--- src/hw/undo_pkg.sv ---
package undo_pkg;

   // ~~~~~~~~~~~~~~~~~~~~~~~~~~~~~~~~~~~~~~~~~~~~~~~~~~~~~~~~~~~~~~~~~~~~~~
   // Sizes
   // ~~~~~~~~~~~~~~~~~~~~~~~~~~~~~~~~~~~~~~~~~~~~~~~~~~~~~~~~~~~~~~~~~~~~~~

   localparam int N_THREADS                     = 4; // Logging cores.
   localparam int UNDO_LOG_THREADS              = 2; // Concurrent restores.
   localparam int LOG_CQ_SLICE_SIZE             = 3;
   localparam int LOG_UNDO_LOG_ENTRIES_PER_TASK = 2;
   localparam int LOG_MEM_WORDS                 = 8;
   localparam int LOG_MEM_RESP_DEPTH            = 2;

   localparam int LOG_N_THREADS    = $clog2(N_THREADS);
   localparam int CQ_SLOTS         = 2**LOG_CQ_SLICE_SIZE;
   localparam int ENTRIES_PER_TASK = 2**LOG_UNDO_LOG_ENTRIES_PER_TASK;
   localparam int UNDO_LOG_ENTRIES = CQ_SLOTS * ENTRIES_PER_TASK;
   localparam int MEM_WORDS        = 2**LOG_MEM_WORDS;
   localparam int MEM_RESP_DEPTH   = 2**LOG_MEM_RESP_DEPTH;

   typedef logic [LOG_CQ_SLICE_SIZE-1:0]             cq_slice_slot_t;
   typedef logic [LOG_UNDO_LOG_ENTRIES_PER_TASK-1:0] undo_id_t;
   typedef logic [LOG_MEM_WORDS-1:0]                 undo_log_addr_t;
   typedef logic [31:0]                              undo_log_data_t;
   typedef logic [$clog2(UNDO_LOG_THREADS)-1:0]      restore_thread_t;

   // One undo entry as a core presents it.
   typedef struct packed {
      cq_slice_slot_t slot;
      undo_id_t       id;
      undo_log_addr_t addr;
      undo_log_data_t data;
   } undo_entry_t;

   // Single-beat write toward the memory.
   typedef struct packed {
      undo_log_addr_t  addr;
      undo_log_data_t  data;
      restore_thread_t id; // Restore thread that issued the write.
   } mem_write_t;

   typedef struct packed {
      restore_thread_t id;
   } mem_resp_t;

   // Index of the lowest set bit, zero when no bit is set.
   function automatic logic [LOG_N_THREADS-1:0] lowest_set(input logic [N_THREADS-1:0] vec);
      logic [LOG_N_THREADS-1:0] idx;
      idx = '0;
      for (int i = N_THREADS - 1; i >= 0; i--) begin
         if (vec[i]) begin
            idx = LOG_N_THREADS'(i);
         end
      end
      return idx;
   endfunction

endpackage

--- src/hw/undo_log.sv ---
`timescale 1ns/1ps

module undo_log import undo_pkg::*; (
   input  logic                                  clk,
   input  logic                                  rstn,

   input  logic           [N_THREADS-1:0]        log_valid,
   input  undo_entry_t    [N_THREADS-1:0]        log_entry,
   output logic           [N_THREADS-1:0]        log_ready,

   output logic           [UNDO_LOG_THREADS-1:0] restore_arvalid,
   input  logic           [UNDO_LOG_THREADS-1:0] restore_rvalid,
   input  cq_slice_slot_t                        restore_cq_slot,
   output logic           [UNDO_LOG_THREADS-1:0] restore_done_valid,
   output cq_slice_slot_t [UNDO_LOG_THREADS-1:0] restore_done_slot,
   input  logic           [UNDO_LOG_THREADS-1:0] restore_done_ready,

   output logic                                  mem_aw_valid,
   output mem_write_t                            mem_aw,
   input  logic                                  mem_aw_ready,
   input  logic                                  mem_b_valid,
   input  mem_resp_t                             mem_b,
   output logic                                  mem_b_ready
);

   // ~~~~~~~~~~~~~~~~~~~~~~~~~~~~~~~~~~~~~~~~~~~~~~~~~~~~~~~~~~~~~~~~~~~~~~
   // Log capture
   // ~~~~~~~~~~~~~~~~~~~~~~~~~~~~~~~~~~~~~~~~~~~~~~~~~~~~~~~~~~~~~~~~~~~~~~

   logic [LOG_N_THREADS-1:0] sel_core;
   logic                     sel_valid;
   undo_entry_t              sel_entry;

   // Entries are indexed by {slot, id}.
   undo_log_addr_t addr_log [UNDO_LOG_ENTRIES];
   undo_log_data_t data_log [UNDO_LOG_ENTRIES];
   undo_id_t       last_id  [CQ_SLOTS];

   assign sel_core  = lowest_set(log_valid);
   assign sel_valid = |log_valid;
   assign sel_entry = log_entry[sel_core];

   always_comb begin
      for (int c = 0; c < N_THREADS; c++) begin
         log_ready[c] = sel_valid && (sel_core == c);
      end
   end

   always_ff @(posedge clk) begin
      if (sel_valid) begin
         addr_log[{sel_entry.slot, sel_entry.id}] <= sel_entry.addr;
         data_log[{sel_entry.slot, sel_entry.id}] <= sel_entry.data;
      end
   end

   always_ff @(posedge clk) begin
      if (!rstn) begin
         for (int s = 0; s < CQ_SLOTS; s++) begin
            last_id[s] <= '0;
         end
      end else if (sel_valid) begin
         last_id[sel_entry.slot] <= sel_entry.id; // Ids arrive in ascending order.
      end
   end

   // ~~~~~~~~~~~~~~~~~~~~~~~~~~~~~~~~~~~~~~~~~~~~~~~~~~~~~~~~~~~~~~~~~~~~~~
   // Restore engine
   // ~~~~~~~~~~~~~~~~~~~~~~~~~~~~~~~~~~~~~~~~~~~~~~~~~~~~~~~~~~~~~~~~~~~~~~

   typedef enum logic [1:0] {RST_IDLE, RST_READ_LOG, RST_WRITE_MEM} restore_state_t;
   typedef enum logic {ACK_IDLE, ACK_HOLD} ack_state_t;

   restore_state_t                         state;
   ack_state_t                             ack_state;
   logic [UNDO_LOG_THREADS-1:0]            busy;
   cq_slice_slot_t [UNDO_LOG_THREADS-1:0]  thread_slot;
   logic [$clog2(ENTRIES_PER_TASK):0]      outstanding [UNDO_LOG_THREADS];
   logic [N_THREADS-1:0]                   free_vec;
   logic                                   any_free;
   logic                                   start;
   logic                                   b_fire;
   restore_thread_t                        free_thread;
   restore_thread_t                        cur_thread;
   restore_thread_t                        ack_thread;
   cq_slice_slot_t                         cur_slot;
   undo_id_t                               cur_id;
   undo_log_addr_t                         rd_addr;
   undo_log_data_t                         rd_data;

   assign free_vec    = {{(N_THREADS - UNDO_LOG_THREADS){1'b0}}, ~busy};
   assign free_thread = restore_thread_t'(lowest_set(free_vec));
   assign any_free    = ~&busy;

   always_comb begin
      for (int t = 0; t < UNDO_LOG_THREADS; t++) begin
         restore_arvalid[t]    = (state == RST_IDLE) && any_free && (free_thread == t);
         restore_done_valid[t] = (ack_state == ACK_HOLD) && (ack_thread == t);
      end
   end

   assign restore_done_slot = thread_slot;
   assign start             = |(restore_arvalid & restore_rvalid);

   always_ff @(posedge clk) begin
      if (!rstn) begin
         state <= RST_IDLE;
      end else begin
         case (state)
            RST_IDLE: begin
               if (start) begin
                  state <= RST_READ_LOG;
               end
            end
            RST_READ_LOG: begin
               state <= RST_WRITE_MEM;
            end
            RST_WRITE_MEM: begin
               if (mem_aw_ready) begin
                  state <= (cur_id == '0) ? RST_IDLE : RST_READ_LOG;
               end
            end
            default: begin
               state <= RST_IDLE;
            end
         endcase
      end
   end

   // The walk runs from the last id down to 0, so the oldest value lands last.
   always_ff @(posedge clk) begin
      if (start) begin
         cur_slot                 <= restore_cq_slot;
         cur_id                   <= last_id[restore_cq_slot];
         cur_thread               <= free_thread;
         thread_slot[free_thread] <= restore_cq_slot;
      end else if ((state == RST_WRITE_MEM) && mem_aw_ready) begin
         cur_id <= cur_id - 1'b1;
      end
      if (state == RST_READ_LOG) begin
         rd_addr <= addr_log[{cur_slot, cur_id}];
         rd_data <= data_log[{cur_slot, cur_id}];
      end
   end

   assign mem_aw_valid = (state == RST_WRITE_MEM);
   assign mem_aw       = '{addr: rd_addr, data: rd_data, id: cur_thread};

   // ~~~~~~~~~~~~~~~~~~~~~~~~~~~~~~~~~~~~~~~~~~~~~~~~~~~~~~~~~~~~~~~~~~~~~~
   // Write responses and done reporting
   // ~~~~~~~~~~~~~~~~~~~~~~~~~~~~~~~~~~~~~~~~~~~~~~~~~~~~~~~~~~~~~~~~~~~~~~

   assign mem_b_ready = (ack_state == ACK_IDLE); // Responses wait while a done is pending.
   assign b_fire      = mem_b_valid && mem_b_ready;

   always_ff @(posedge clk) begin
      if (!rstn) begin
         busy       <= '0;
         ack_state  <= ACK_IDLE;
         ack_thread <= '0;
         for (int t = 0; t < UNDO_LOG_THREADS; t++) begin
            outstanding[t] <= '0;
         end
      end else begin
         if (b_fire) begin
            outstanding[mem_b.id] <= outstanding[mem_b.id] - 1'b1;
         end
         if (start) begin
            busy[free_thread]        <= 1'b1;
            outstanding[free_thread] <= {1'b0, last_id[restore_cq_slot]} + 1'b1;
         end
         case (ack_state)
            ACK_IDLE: begin
               if (b_fire && (outstanding[mem_b.id] == 1)) begin
                  ack_state  <= ACK_HOLD;
                  ack_thread <= mem_b.id;
               end
            end
            ACK_HOLD: begin
               if (restore_done_ready[ack_thread]) begin
                  ack_state        <= ACK_IDLE;
                  busy[ack_thread] <= 1'b0; // Offered again from the next cycle.
               end
            end
            default: begin
               ack_state <= ACK_IDLE;
            end
         endcase
      end
   end

   // Ready goes to the lowest valid core only, or to none.
   a_log_ready_onehot: assert property (@(posedge clk) disable iff (!rstn)
      log_ready == (log_valid & (~log_valid + 1'b1)));

   a_aw_stable: assert property (@(posedge clk) disable iff (!rstn)
      mem_aw_valid && !mem_aw_ready |=> mem_aw_valid && $stable(mem_aw));

   // Every response must belong to a restore that still expects one.
   a_resp_expected: assert property (@(posedge clk) disable iff (!rstn)
      b_fire |-> outstanding[mem_b.id] != '0);

endmodule

--- config.mk ---
export PLATFORM = sky130hd
export DESIGN_NAME = undo_log
export DESIGN_NICKNAME = d
export VERILOG_FILES = /design/src/hw/undo_pkg.sv /design/src/hw/undo_log.sv
export SDC_FILE = /design/constraint.sdc
export NUM_CORES = 1
export LEC_CHECK = 0
export BUFFER_PORTS_ARGS = -buffer_cell sky130_fd_sc_hd__buf_2
export CAP_MARGIN = 25
export CORE_UTILIZATION = 30
export CTS_CLUSTER_SIZE = 10
export DETAILED_ROUTE_END_ITERATION = 16
export PLACE_DENSITY = 0.44
export SYNTH_ARGS = -nofsm -noshare
export SYNTH_HDL_FRONTEND = slang
export SYNTH_SLANG_ARGS = --single-unit
--- constraint.sdc ---
create_clock -name clk -period 6.45 [get_ports clk]
set_clock_uncertainty 0.15 [all_clocks]
set_input_delay 0.645 -clock clk [delete_from_list [all_inputs] [get_ports clk]]
set_output_delay 0.645 -clock clk [all_outputs]
set_load 0.01 [all_outputs]
==> impl_metrics.yaml <==
run_status:
  outcome: "finished, final reports clean"
job:
  maxCapViolCount: 0
routing:
  dr.pass1.iters: 6
  wirelength_mm: 153
  wl_per_cell_microns: 26.1
  vias: 29000
  viasPerCell: 4.96
  drt_iter0_markers: 2300
  drtAntennaViolNets: 0
  drc: 0
sta:
  rsz0062_at_grt: "false"
  finalMaxSlewViolations: 0
  layout_min_cycle_time_ns: 3.54
  worst_slew_pin_slew_ns: 1.10
  tns_ns: 0
  layout_worst_path_cycle_share_pct: 54.8
  setup_viol: 0
  maxSlewHeadroom_pct: 26.9
  clock.fmax_mhz: 283
  finalHoldViolCount: 0
global_route:
  grt_pass1_vias: 29300
  grt_pass1_wl_mm: 218
  antenna_found_initial: 10
  grt.overflow.total: 0
  grt_use_total_pct: 16.8
  grt_max_degree: 116
floorplan:
  io_pins: 253
  core_sq_um: 177000
  num_rows: 154
  die_x_microns: 425
  die_area_sq_um: 181000
  die_h_microns: 425
  initial_core_util_pct: 30.3
worst_setup_path:
  r2r_cells: 6
  cp-start-kind: "flip-flop"
  critPathMaxFanout: 42
  r2r_start: "cur_id[1]"
  path_class: "flip-flop to flip-flop"
  crit_end: "rd_addr[5]"
  startpoint: "cur_id[1]"
  cp-end-kind: "flip-flop"
  rr_endpoint: "rd_addr[5]"
  r2r_slack_ns: 2.91
  crit_required_ns: 6.78
  arrival_ns: 3.87
place:
  dpl.hpwl_mm: 92.0
  gp_congestion: 0.753
  port_buffers: 252
logic_synthesis:
  seq_area_frac_synth_pct: 76.0
  yosys_warnings: 0
  async_flop_share_pct: 0
  yosysTopAreaCell: "edfxtp_1"
  synthFlopType: "edfxtp_1"
  yosys-top-cells-area: "edfxtp_1 (76%), mux2i_1 (12%), a22oi_1 (1.7%)"
  syn-num-nets: 3348
  syn-mean-instance-area_sq_um: 17.0
  synth_area_sq_um: 53700
  synth.distinct_cells: 46
  synthCells: 3148
  ys_ff_latch: 1360
  synth-edff-count: 1354
  synth.top_cell.area_share_pct: 75.8
clock_network:
  cts_max_level: 4
  clk_pin_slew_worst_paths_ns: 0.06
  cts_buffers: 156
  postCtsSetupRepairBufs: 0
  clockBufferDepth: 3
  clock_sinks: 1360
  clock_latency_ns: 0.78
  cts-root-buf: "clkbuf_16"
  cts_tree: "done"
power:
  leakage_uw: 0.0216
  ir_worst_vdd_uv: 239
  powerDensity_nw_per_um2: 357
final_layout:
  nets: 3687
  layout-drive-gt1-share_pct: 17.3
  area_delta_synth_final_pct: 17.3
  final_util_pct: 35.6
worst_hold_path:
  hp-class: "input pin to flip-flop"
==> metrics by stage <==
step	instance area, sq um	hold slack, ns	cells	setup slack, ns	total power (uW)
finish	62900	0.0759	5861	2.91	22500
CTS	62800	0.0117	5854	2.89	22700
global placement	58200	0.330	5646	2.11	14900
global route	62900	0.0485	5859	2.81	23300
detailed placement	58600	0.332	5662	2.18	14900
floorplan	53700	0.313	3148	1.33	13300
==> Yosys cell counts (40+ instances only) <==
master,count
a21oi_1,122
a222oi_1,40
a22o_1,80
a22oi_1,121
a31oi_1,43
buf_2,79
clkbuf_1,93
edfxtp_1,1354
mux2i_1,646
nand2_1,212
nand3_1,136
nor2_1,58
nor3_1,47
==> where the power goes <==
group | leakage [uW] | internal (uW) | total, uW | switching, uW
combinational | 0.00765 | 1480 | 4240 | 2760
sequential | 0.0119 | 10300 | 10400 | 118
clock | 0.00207 | 4480 | 7790 | 3310
==> timing repair <==
item / CTS / global route
gates resized for setup: 0 / 0
setup endpoints to repair: 0 / 0
endpoints found under the hold margin: 5 / 0
hold buffers: 3 / 0
==> state kept, by name (all words and copies together), names as in the netlist <==
register and flops:
cur_id 2, rd_data 32, busy 2, state 2
ack_thread 1, cur_thread 1, outstanding 6, ack_state 1
restore_done_slot 6, cur_slot 3, addr_log 256, last_id 16
data_log 1024, rd_addr 8
==> worst min path at each step <==
stage                             from                    to  cells after the start  slack [ns]
CTS                 restore_cq_slot[1]  restore_done_slot[1]                      1        0.01
global placement               busy[1]               busy[1]                      1        0.33
detailed placement             busy[1]               busy[1]                      1        0.33
floorplan                      busy[1]               busy[1]                      1        0.31
global route        restore_cq_slot[1]  restore_done_slot[1]                      1        0.05
finish              restore_cq_slot[1]  restore_done_slot[1]                      1        0.08
==> critical path: stages (launching register included) <==
cell and delay, ns:
edfxtp_1 0.86, buf_4 0.57, buf_4 0.71, mux2i_1 0.41
a21oi_1 0.12, a31oi_1 0.22, nand3_1 0.16
==> layout by cell type (no fill, tap or decap), drive strengths merged, types with 3 or more instances in the layout <==
master,n
a22oi,121
clkinv,4
nor4b,3
mux2i,646
and2,5
nor2,58
inv,15
nand2,212
mux2,8
a31oi,43
buf,368
dlygate4sd3,3
nor2b,11
diode,3
clkbuf,178
o21ai,13
dfxtp,6
edfxtp,1354
or2,3
nand3,136
a222oi,40
nor3b,3
ha,4
nor3,48
a22o,80
a21oi,122
nand3b,3
nand2b,6
mux4,4
==> logic make-up after synthesis <==
kind of cell / count (synthesis) / synth area share [%]
xor+xnor: 2 / 0.0327
compound gates: 432 / 5.75
flops: 1360 / 76.0
simple gates: 492 / 4.14
fa+ha+maj: 4 / 0.0933
buf+inv: 200 / 1.60
mux: 658 / 12.4
==> routing by layer <==
layer | wire [microns] | GRT usage (%) | vias up
li1 | - | - | 13100
met1 | 72200 | 24.1 | 15000
met2 | 70800 | 26.4 | 772
met3 | 7000 | 2.55 | 186
met4 | 3170 | 4.65 | 0
met5 | 0 | 0 | -
==> layout make-up <==
class | instances | area (sq um)
multi-input combinational | 1588 | 12300
clock buffer | 178 | 4110
antenna | 3 | 7.51
sequential | 1360 | 40800
tap | 2340 | 2930
timing repair buffer | 371 | 2630
clock inverter | 11 | 121
inverter | 10 | 37.5
fill | 16800 | 114000
Note: power is estimated with default switching activity, not from simulation.
